===== src/mult_settings.svh =====
`ifndef MULT_SETTINGS_SVH
`define MULT_SETTINGS_SVH

// Width of operands and of the returned product.
`define WORD_W 64

// Reorder index width. The index vector carries one extra wrap bit.
`define ROB_IDX_W 5

// Physical register tag width.
`define PRF_IDX_W 6

// One bit per unresolved branch.
`define BR_MASK_W 4

// Partial-product stages; 2, 4 or 8 divide the word evenly.
`define MULT_STAGES 4

// Tag of the hardwired zero register, used for idle entries.
`define ZERO_REG 31

`endif


===== src/ooo_tag_pkg.sv =====
`default_nettype none

`include "mult_settings.svh"

package ooo_tag_pkg;

	// Reorder buffer slot plus wrap bit.
	typedef logic [`ROB_IDX_W:0] rob_idx_t;

	// Destination physical register.
	typedef logic [`PRF_IDX_W-1:0] prf_tag_t;

	// Unresolved branches this op is speculative on.
	typedef logic [`BR_MASK_W-1:0] br_mask_t;

endpackage

`default_nettype wire


===== src/mult_data_pkg.sv =====
`default_nettype none

`include "mult_settings.svh"

package mult_data_pkg;

	// Operand or product word.
	typedef logic [`WORD_W-1:0] word_t;

	// Raw instruction word.
	// Bit 12 picks the literal form, bits 20 to 13 hold the literal.
	typedef logic [31:0] inst_t;

	// Unsigned literal operand.
	typedef logic [7:0] imm_t;

endpackage

`default_nettype wire


===== src/mult_issue.sv =====
`default_nettype none

`include "mult_settings.svh"

module mult_issue (
	input  logic                  clock,
	input  logic                  reset,
	input  logic                  start_i,
	input  mult_data_pkg::word_t  opa_i,
	input  mult_data_pkg::word_t  opb_i,
	input  mult_data_pkg::inst_t  inst_i,
	input  ooo_tag_pkg::rob_idx_t rob_idx_i,
	input  ooo_tag_pkg::prf_tag_t dest_tag_i,
	input  ooo_tag_pkg::br_mask_t br_mask_i,
	input  logic                  stall_i,
	input  logic                  br_recovery_i,
	input  logic                  br_pred_correct_i,
	input  ooo_tag_pkg::br_mask_t br_tag_fix_i,
	output logic                  valid_o,
	output mult_data_pkg::word_t  mcand_o,
	output mult_data_pkg::word_t  mplier_o,
	output ooo_tag_pkg::rob_idx_t rob_idx_o,
	output ooo_tag_pkg::prf_tag_t dest_tag_o,
	output ooo_tag_pkg::br_mask_t br_mask_o
);

	mult_data_pkg::imm_t  imm_lit;
	mult_data_pkg::word_t mplier_sel;
	ooo_tag_pkg::br_mask_t mask_in;
	logic advance;
	logic kill;

	// Literal form replaces operand B.
	assign imm_lit    = inst_i[20:13];
	assign mplier_sel = inst_i[12] ? mult_data_pkg::word_t'(imm_lit) : opb_i;

	// Resolved bit drops off as the op enters.
	assign mask_in = br_pred_correct_i ? (br_mask_i & ~br_tag_fix_i) : br_mask_i;

	assign advance = !stall_i && !br_recovery_i;
	assign kill    = br_recovery_i && ((br_mask_o & br_tag_fix_i) != '0);

	always_ff @(posedge clock) begin
		if (reset || kill) begin
			valid_o    <= 1'b0;
			rob_idx_o  <= '0;
			dest_tag_o <= ooo_tag_pkg::prf_tag_t'(`ZERO_REG);
			br_mask_o  <= '0;
		end else if (advance) begin
			valid_o    <= start_i;
			rob_idx_o  <= rob_idx_i;
			dest_tag_o <= dest_tag_i;
			br_mask_o  <= mask_in;
		end
	end

	// Operands follow the valid bit.
	always_ff @(posedge clock) begin
		if (advance) begin
			mcand_o  <= opa_i;
			mplier_o <= mplier_sel;
		end
	end

	// Issue logic must not start an op into a frozen or flushing pipe.
	a_start_legal: assert property (@(posedge clock) disable iff (reset)
		start_i |-> (!stall_i && !br_recovery_i))
		else $error("mult_issue: start during stall or recovery");

	a_reset_idle: assert property (@(posedge clock)
		reset |=> !valid_o)
		else $error("mult_issue: valid set after reset");

endmodule

`default_nettype wire


===== config.mk =====
export PLATFORM = sky130hd
export DESIGN_NAME = mult_issue
export DESIGN_NICKNAME = d
export VERILOG_FILES = /design/src/ooo_tag_pkg.sv /design/src/mult_data_pkg.sv /design/src/mult_issue.sv
export VERILOG_INCLUDE_DIRS = /design/src /design/src/src
export SDC_FILE = /design/constraint.sdc
export NUM_CORES = 1
export LEC_CHECK = 0
export ABC_AREA = 1
export ABC_CLOCK_PERIOD_IN_PS = 5000
export BUFFER_PORTS_ARGS = -buffer_cell sky130_fd_sc_hd__buf_2
export CAP_MARGIN = 40
export CORE_AREA = 4 4 126 128
export DETAILED_ROUTE_END_ITERATION = 10
export DIE_AREA = 0 0 130 132
export PLACE_DENSITY = 0.67
export SLEW_MARGIN = 20
export SYNTH_ARGS = -nofsm -noshare
export SYNTH_HDL_FRONTEND = slang
export SYNTH_SLANG_ARGS = --single-unit

===== constraint.sdc =====
create_clock -name clock -period 5 [get_ports clock]
set_input_delay 1 -clock clock [delete_from_list [all_inputs] [get_ports clock]]
set_output_delay 1 -clock clock [all_outputs]
set_load 0.01 [all_outputs]

==> run metrics <==
outcome finished clean; Final nets 865; final setup TNS 0 ns; grt total ovfl 0; wirelength, routed 13.6 mm; number of buffers created by CTS 17; metal3 WL 1.47 mm; CTS tree done; reg-to-reg startpoint br_mask_o[0]; multi-input logic area approximately 640 um^2; final setup fails 0; Critical Path RT 5.03 ns; Synthesized Nets 548; top cells by area in the synthesized netlist edfxtp_1 74%, dfxtp_1 6.6%, inv_1 5.4%; Critical Path AT 2.01 ns; Setup Buffers After CTS 0; dpl ws 2.60 ns; HP Class reg -> reg; Vias 3,772; CTS resizes 0; most common cell after layout, fill and taps aside buf_2; Die Y-Extent 132 um; Clock H-tree levels 4; dpl cell area 0.00690 mm^2; Slew Viols, Final 0; starting density of the core 34.8%; Seq cells post-synth 145; YS warnings 0; clock skew just over 0.008 ns; Max-cap violations 0; drt wl/cell roughly 15 um; vias in the first global route 3,808; crit end category flop; FMAX 0.506 GHz; cts hold-fix bufs 0; first-pass GRT wire length 20.1 mm; DRT iter0 DRCs 166; Root Buffer clkbuf_16; RSZ-0062 raised after global routing false; CP startpoint br_recovery_i; layout cells sized above 1 between 50 and 60%; VDD IR-drop max 218 uV; M1 wire length 4.96 mm; total track usage 15.4%; Slew HR ~44%; Gate Count Post-Synth 362; Hold Violations, Final 0; Util after Layout between 50% and 60%; highest-count cells in the layout ignoring fill and taps 307 x buf_2, 128 x edfxtp_1, 74 x inv_1; Final min period 1.98 ns; Fill cells 1,317; Distinct cells, synth 19; period utilization 39.5%; Final Cell Area 0.00750 mm^2; cell leakage power about 3.4 nW; post-route ant nets 0; pin count of the biggest net entering global routing 159; Max Buffers Root-to-Sink 2; vias per cell 4.28; Overall Power 2.97 mW; Cell Pwr Density 396 mW/mm^2; Row Count 45; WS Path Type in -> reg; IO Pins 331; Seq. cell area 0.00418 mm^2; Worst-Margin Slew 0.836 ns; die area 0.0172 mm^2; DRT Pass-1 Iters 4; uppermost routed layer met5; DP HPWL about 10 mm; sequential fraction of the synthesis area 80.9%; Clock transition at path regs 0.06 ns; crit start category input pin; Synth area leader edfxtp_1; # DRC 0; Setup WS post-layout 3.02 ns; RD Place Congestion around 0.76; Core Box Area between 0.01 and 0.015 mm^2; Post-Syn Area 0.00517 mm^2; Worst-Skew Late Latency 0.41 ns; Yosys top cell area share 74.3%; CTS sink cnt 145; Hold Startpoint dest_tag_o[4]; Post-Syn Area per Cell between 10 and 15 um^2; met2 WL 6.89 mm; IO Port Bufs about 310; crit-path max FO 158; area grow syn2layout 44.9%; Die X 130 um; initial antenna violation count 3
report_power, final:
part | switching, mW | leakage [nW] | internal, mW
registers | 0.0207 | 1.30 | 1.41
logic | 0.148 | 1.83 | 0.116
clock network | 0.525 | 0.285 | 0.752
total | 0.693 | 3.41 | 2.27
final timing paths:
kind	to	slack [ns]	cells after the start
max	mcand_o[23]	3.02	3
min	dest_tag_o[4]	0.49	2
max reg2reg	rob_idx_o[3]	3.85	5
min reg2reg	dest_tag_o[4]	0.49	2
final cells by class:
| class | count | area share, % |
|---|---|---|
| antenna | 1 | 0.0334 |
| clock buffer | 17 | 5.67 |
| clock inverter | 15 | 2.30 |
| inverter | 74 | 3.70 |
| multi-input combinational | 132 | 8.48 |
| sequential | 145 | 55.8 |
| tap | 188 | 3.14 |
| timing repair buffer | 309 | 20.9 |
critical path, stage by stage:
cell,delay [ns]
buf_2,0.15
nor2_4,0.14
buf_12,0.54
state kept, by name (all words and copies together) (netlist names):
signal / count
mcand_o: 64
br_mask_o: 4
valid_o: 1
rob_idx_o: 6
dest_tag_o: 6
mplier_o: 64
stage by stage:
stage | instances | hold slack [ns]
floorplan | 362 | 0.524
global placement | 848 | 0.481
detailed placement | 848 | 0.481
CTS | 880 | 0.496
global route | 881 | 0.538
finish | 881 | 0.491
synthesized netlist by cell type (all sizes together):
cell	n
mux2	8
nor2	77
o21ai	10
nand2	20
dfxtp	17
a21oi	8
nand3	9
edfxtp	128
clkbuf	1
inv	74
buf	10
per-layer routing:
layer  track usage [%]  up-vias
li1                  -     1818
met1              16.7     1742
met2              25.9      188
met3              7.41       20
met4              5.54        4
met5                 0        -
kinds of logic after synthesis:
logic type | after synthesis | synth area share, %
buf+inv | 85 | 6.87
mux | 8 | 1.74
compound gates | 18 | 1.96
simple gates | 106 | 8.58
flops | 145 | 80.9
No activity file was read; power rests on OpenSTA's default activity.
