[config.mk]
export PLATFORM = sky130hd
export DESIGN_NAME = mult_stage
export DESIGN_NICKNAME = d
export VERILOG_FILES = /design/src/ooo_tag_pkg.sv /design/src/mult_data_pkg.sv /design/src/mult_stage.sv
export VERILOG_INCLUDE_DIRS = /design/src /design/src/src
export SDC_FILE = /design/constraint.sdc
export NUM_CORES = 2
export LEC_CHECK = 0
export ABC_AREA = 1
export BUFFER_PORTS_ARGS = -buffer_cell sky130_fd_sc_hd__buf_2
export CORE_MARGIN = 4
export CORE_UTILIZATION = 60
export CTS_BUF_LIST = sky130_fd_sc_hd__clkbuf_4 sky130_fd_sc_hd__clkbuf_8
export DETAILED_ROUTE_END_ITERATION = 6
export HOLD_SLACK_MARGIN = 0.02
export PLACE_DENSITY = 0.79
export SLEW_MARGIN = 20
export SYNTH_ARGS = -nofsm -noshare
export SYNTH_HDL_FRONTEND = slang
export SYNTH_SLANG_ARGS = --single-unit
[constraint.sdc]
create_clock -name clock -period 15.72 [get_ports clock]
set_input_delay 3.144 -clock clock [delete_from_list [all_inputs] [get_ports clock]]
set_output_delay 3.144 -clock clock [all_outputs]
set_load 0.005 [all_outputs]
[src/mult_settings.svh]
`ifndef MULT_SETTINGS_SVH
`define MULT_SETTINGS_SVH

// Width of operands and of the returned product.
`define WORD_W 64

// Reorder index width. The index vector carries one extra wrap bit.
`define ROB_IDX_W 5

// Physical register tag width.
`define PRF_IDX_W 6

// One bit per unresolved branch.
`define BR_MASK_W 4

// Partial-product stages; 2, 4 or 8 divide the word evenly.
`define MULT_STAGES 4

// Tag of the hardwired zero register, used for idle entries.
`define ZERO_REG 31

`endif

[src/ooo_tag_pkg.sv]
`default_nettype none

`include "mult_settings.svh"

package ooo_tag_pkg;

	// Reorder buffer slot plus wrap bit.
	typedef logic [`ROB_IDX_W:0] rob_idx_t;

	// Destination physical register.
	typedef logic [`PRF_IDX_W-1:0] prf_tag_t;

	// Unresolved branches this op is speculative on.
	typedef logic [`BR_MASK_W-1:0] br_mask_t;

endpackage

`default_nettype wire

[src/mult_data_pkg.sv]
`default_nettype none

`include "mult_settings.svh"

package mult_data_pkg;

	// Operand or product word.
	typedef logic [`WORD_W-1:0] word_t;

	// Raw instruction word.
	// Bit 12 picks the literal form, bits 20 to 13 hold the literal.
	typedef logic [31:0] inst_t;

	// Unsigned literal operand.
	typedef logic [7:0] imm_t;

endpackage

`default_nettype wire

[src/mult_stage.sv]
`default_nettype none

`include "mult_settings.svh"

module mult_stage #(
	parameter int STAGE_BITS = 16
) (
	input  logic                  clock,
	input  logic                  reset,
	input  logic                  valid_i,
	input  mult_data_pkg::word_t  product_i,
	input  mult_data_pkg::word_t  mplier_i,
	input  mult_data_pkg::word_t  mcand_i,
	input  ooo_tag_pkg::rob_idx_t rob_idx_i,
	input  ooo_tag_pkg::prf_tag_t dest_tag_i,
	input  ooo_tag_pkg::br_mask_t br_mask_i,
	input  logic                  stall_i,
	input  logic                  br_recovery_i,
	input  logic                  br_pred_correct_i,
	input  ooo_tag_pkg::br_mask_t br_tag_fix_i,
	output logic                  valid_o,
	output mult_data_pkg::word_t  product_o,
	output mult_data_pkg::word_t  mplier_o,
	output mult_data_pkg::word_t  mcand_o,
	output ooo_tag_pkg::rob_idx_t rob_idx_o,
	output ooo_tag_pkg::prf_tag_t dest_tag_o,
	output ooo_tag_pkg::br_mask_t br_mask_o
);

	mult_data_pkg::word_t partial;
	mult_data_pkg::word_t partial_reg;
	mult_data_pkg::word_t product_reg;
	ooo_tag_pkg::br_mask_t mask_in;
	logic advance;
	logic kill;

	// Low slice of the multiplier times the full multiplicand.
	// The multiplicand is already shifted to this slice's weight.
	assign partial = mult_data_pkg::word_t'(mplier_i[STAGE_BITS-1:0]) * mcand_i;

	// Final add of the slice happens one stage late, on the output.
	assign product_o = product_reg + partial_reg;

	assign mask_in = br_pred_correct_i ? (br_mask_i & ~br_tag_fix_i) : br_mask_i;

	assign advance = !stall_i && !br_recovery_i;
	assign kill    = br_recovery_i && ((br_mask_o & br_tag_fix_i) != '0);

	always_ff @(posedge clock) begin
		if (reset || kill) begin
			valid_o    <= 1'b0;
			rob_idx_o  <= '0;
			dest_tag_o <= ooo_tag_pkg::prf_tag_t'(`ZERO_REG);
			br_mask_o  <= '0;
		end else if (advance) begin
			valid_o    <= valid_i;
			rob_idx_o  <= rob_idx_i;
			dest_tag_o <= dest_tag_i;
			br_mask_o  <= mask_in;
		end
	end

	// Datapath registers.
	always_ff @(posedge clock) begin
		if (advance) begin
			product_reg <= product_i;
			partial_reg <= partial;
			mplier_o    <= mplier_i >> STAGE_BITS;
			mcand_o     <= mcand_i << STAGE_BITS;
		end
	end

	// A killed entry must be gone on the next cycle, stall or not.
	a_kill_clears: assert property (@(posedge clock) disable iff (reset)
		(br_recovery_i && ((br_mask_o & br_tag_fix_i) != '0)) |=> !valid_o)
		else $error("mult_stage: entry survived branch kill");

endmodule

`default_nettype wire

==> impl_metrics.tcl <==
set metrics [dict create \
    fmax_ghz 0.109 \
    ys_warn_count 0 \
    ioPinCount 427 \
    worst_pin_slew_ns 1.04 \
    required_ns 16.15 \
    synth_compound_area_share_pct 4.90 \
    r2r-end "dest_tag_o[0]$_SDFFE_PP1P_" \
    slew_violations 0 \
    synth-simple-area-share_pct 20.0 \
    worstPathMaxFanout 46 \
    hold_viol 0 \
    drt-total-wl_um 123000 \
    synth-seq-cells 241 \
    syn2layout_area_growth_pct 7.96 \
    die-area_sq_mm 0.0731 \
    cts_buffers 46 \
    crit_slowest_cell "buf_4" \
    die_y_um 270 \
    synth_top_family_by_area "adder cells" \
    yosysTopAreaCellShare_pct 36.5 \
    r2r-start "br_mask_o[3]$_SDFFE_PP0P_" \
    path_cells "buf_2 -> buf_4 -> nand2_1 -> fa_1 -> inv_1 -> fa_1 -> inv_1 -> fa_1 -> inv_1 -> fa_1 -> fa_1 -> inv_1 -> fa_1 -> inv_1 -> ha_1 -> a21oi_1 -> o21ai_0 -> a21oi_1 -> nand3_2 -> a21oi_2 -> xnor2_1" \
    start_kind "input port" \
    crit_arrival_ns 9.64 \
    end_kind "flip-flop" \
    synth_cell_type_count 42 \
    clk_path_buf_depth 3 \
    grt.met3_usage_pct 5.67 \
    portBuffers 394 \
    cts_setup_buffers 0 \
    die_w_um 270 \
    critPathKind "input port to flip-flop" \
    clk_pin_slew_ns 0.06 \
    antenna_found_initial 1 \
    grt_util_all_layers_pct 34.1 \
    cts_tree "built" \
    initial_core_util_pct 61.0 \
    grtUsageMet1_pct 44.3 \
    grt_use_met2_pct 56.6 \
    clock_sinks 241 \
    hold_path.class "flip-flop to flip-flop" \
    synth_area_per_cell_sq_um 7.86 \
    root_buffer "clkbuf_8" \
    grt_pass1_wl_um 197000 \
    tns_ns 0 \
    cp_common_cell "fa_1" \
    firstDrtPassIters 6 \
    rows 95 \
    rsz0062_at_grt "false" \
    cts_resized 0 \
    drc 0 \
    drive_gt1_share_pct 10.6 \
    startpoint "mplier_i[2]" \
    synthMuxAreaShare_pct 0 \
    grt_max_degree 153 \
    final.min_clock_period_ns 9.21 \
    status "finished clean" \
    core-area_sq_mm 0.0678 \
    drt-vias-per-instance 5.47 \
    period_share_pct 58.6 \
    min_path_cells 2 \
    routabilityCongestion 1.03 \
    min_to "rob_idx_o[3]$_SDFFE_PP0P_" \
    synth-xor-area-share_pct 1.70 \
    antenna_left 0 \
    drt_iter0_markers 3062 \
    fillers 5845 \
    num_vias 35100 \
    rrSetupSlack_ns 14.41 \
    yosysSeqAreaShare_pct 17.1 \
    slew_headroom_pct 30.4 \
    clock_skew_ns 0.00216 \
    gr-max-usage-layer "met2" \
    htreeDepth 2 \
    nets 6634 \
    worstHoldStart "rob_idx_o[3]$_SDFFE_PP0P_" \
    maxCapViolations 0 \
    post_drt_wl_per_cell_um 19.2 \
    dp.final_hpwl_um 98600 \
    netlist_area_sq_mm 0.0413 \
    synth-adder-area-share_pct 41.3 \
    r2r_cells 6 \
    cts_hold_buf 0 \
    yosysTopAreaCell "fa_1" \
    synthTopCellsByArea "fa_1 36%, edfxtp_1 16%, nand2_1 14%" \
    finalSetupViolCount 0 \
    cpPeakStageDelay_ns 0.59 \
    grt_pass1_vias 36300 \
    clk_latency_ns 0.65 \
    synthCells 5257 \
    grt-ovfl-total 0 \
]
[layout by cell type, fill, tap and decap left out, types with 8 or more instances in the layout]
master    count
a21oi_1     180
fa_1        753
clkbuf_8     49
nand2_1    1493
nor2_1      277
buf_4        17
o21ai_0     119
nor3_2        8
nor4_1        8
nand2_2      24
xor2_1       72
nand3_1     145
buf_2       394
inv_2        17
conb_1       32
dfxtp_1      17
xnor2_1       8
edfxtp_1    224
nand4_1      29
clkinv_2     10
o21bai_1     26
ha_1        160
o21ai_1      12
inv_1      1342
nor3_1       16
nor2_2       23
[cell type report]
class                   count  area (sq um)  area share [%]
diodes                      1          2.50         0.00561
clock buffers              56           727            1.63
inverters                1359          5100            11.4
clock inverters            28           283           0.634
repair buffers            412          2120            4.75
flip-flops and latches    241          7070            15.8
well taps                 873          1090            2.45
multi-input cells        3443         28200            63.2
[synthesized netlist by cell type (all sizes together)]
| cell type | count |
|---|---|
| buf | 68 |
| a21boi | 6 |
| nand3b | 4 |
| and2 | 2 |
| nand3 | 150 |
| inv | 1359 |
| a21o | 7 |
| nor2 | 304 |
| a31oi | 3 |
| fa | 753 |
| xor2 | 72 |
| nand2 | 1518 |
| clkbuf | 177 |
| xnor2 | 8 |
| o21a | 6 |
| and3 | 6 |
| o21bai | 26 |
| o211ai | 2 |
| nor4 | 10 |
| dfxtp | 17 |
| edfxtp | 224 |
| ha | 160 |
| o21ai | 135 |
| nor3 | 24 |
| a21oi | 186 |
| conb | 1 |
| nand4 | 29 |
[critical path: cells and delay by family]
family,cells,cell delay (ns)
AOI/OAI and AO/OA,4,1.12
buffers and inverters,7,1.25
adders and majority gates,7,3.35
and+or+nand+nor,2,0.45
xor gates and xnor gates,1,0.24
[kinds of logic after synthesis]
| logic type | after synthesis |
|---|---|
| adders and majority gates | 913 |
| and+or+nand+nor | 2047 |
| other | 1 |
| AOI/OAI and AO/OA | 371 |
| xor gates and xnor gates | 80 |
| buffers and inverters | 1604 |
| DFF | 241 |
[worst max-delay path by stage]
stage	depth (start not counted)	to
2_1_floorplan	25	partial_reg[59]$_DFFE_PP_
5_1_grt	21	partial_reg[39]$_DFFE_PP_
6_report	21	partial_reg[39]$_DFFE_PP_
3_5_place_dp	21	partial_reg[39]$_DFFE_PP_
3_3_place_gp	21	partial_reg[39]$_DFFE_PP_
4_1_cts	21	partial_reg[39]$_DFFE_PP_
[metrics by stage]
stage	cell area [sq um]	worst slack (ns)	std cells	utilization, %	hold slack [ns]
after floorplan	41400	7.16	5288	-	0.466
after CTS	44600	6.61	6412	65.8	0.478
final	44600	6.51	6413	65.8	0.477
after global placement	43600	6.03	6328	64.3	0.455
after global routing	44600	6.26	6413	65.8	0.495
after detailed placement	43600	5.93	6328	64.3	0.468
[metal layers]
metal	up-vias	share of wire, %
met2	1877	47
li1	15800	-
met1	17000	38
met3	438	9.1
met4	0	5.6
met5	-	0
Power is not shown: default switching activity piles up to over one toggle a cycle in this logic, so the estimate is an artifact.
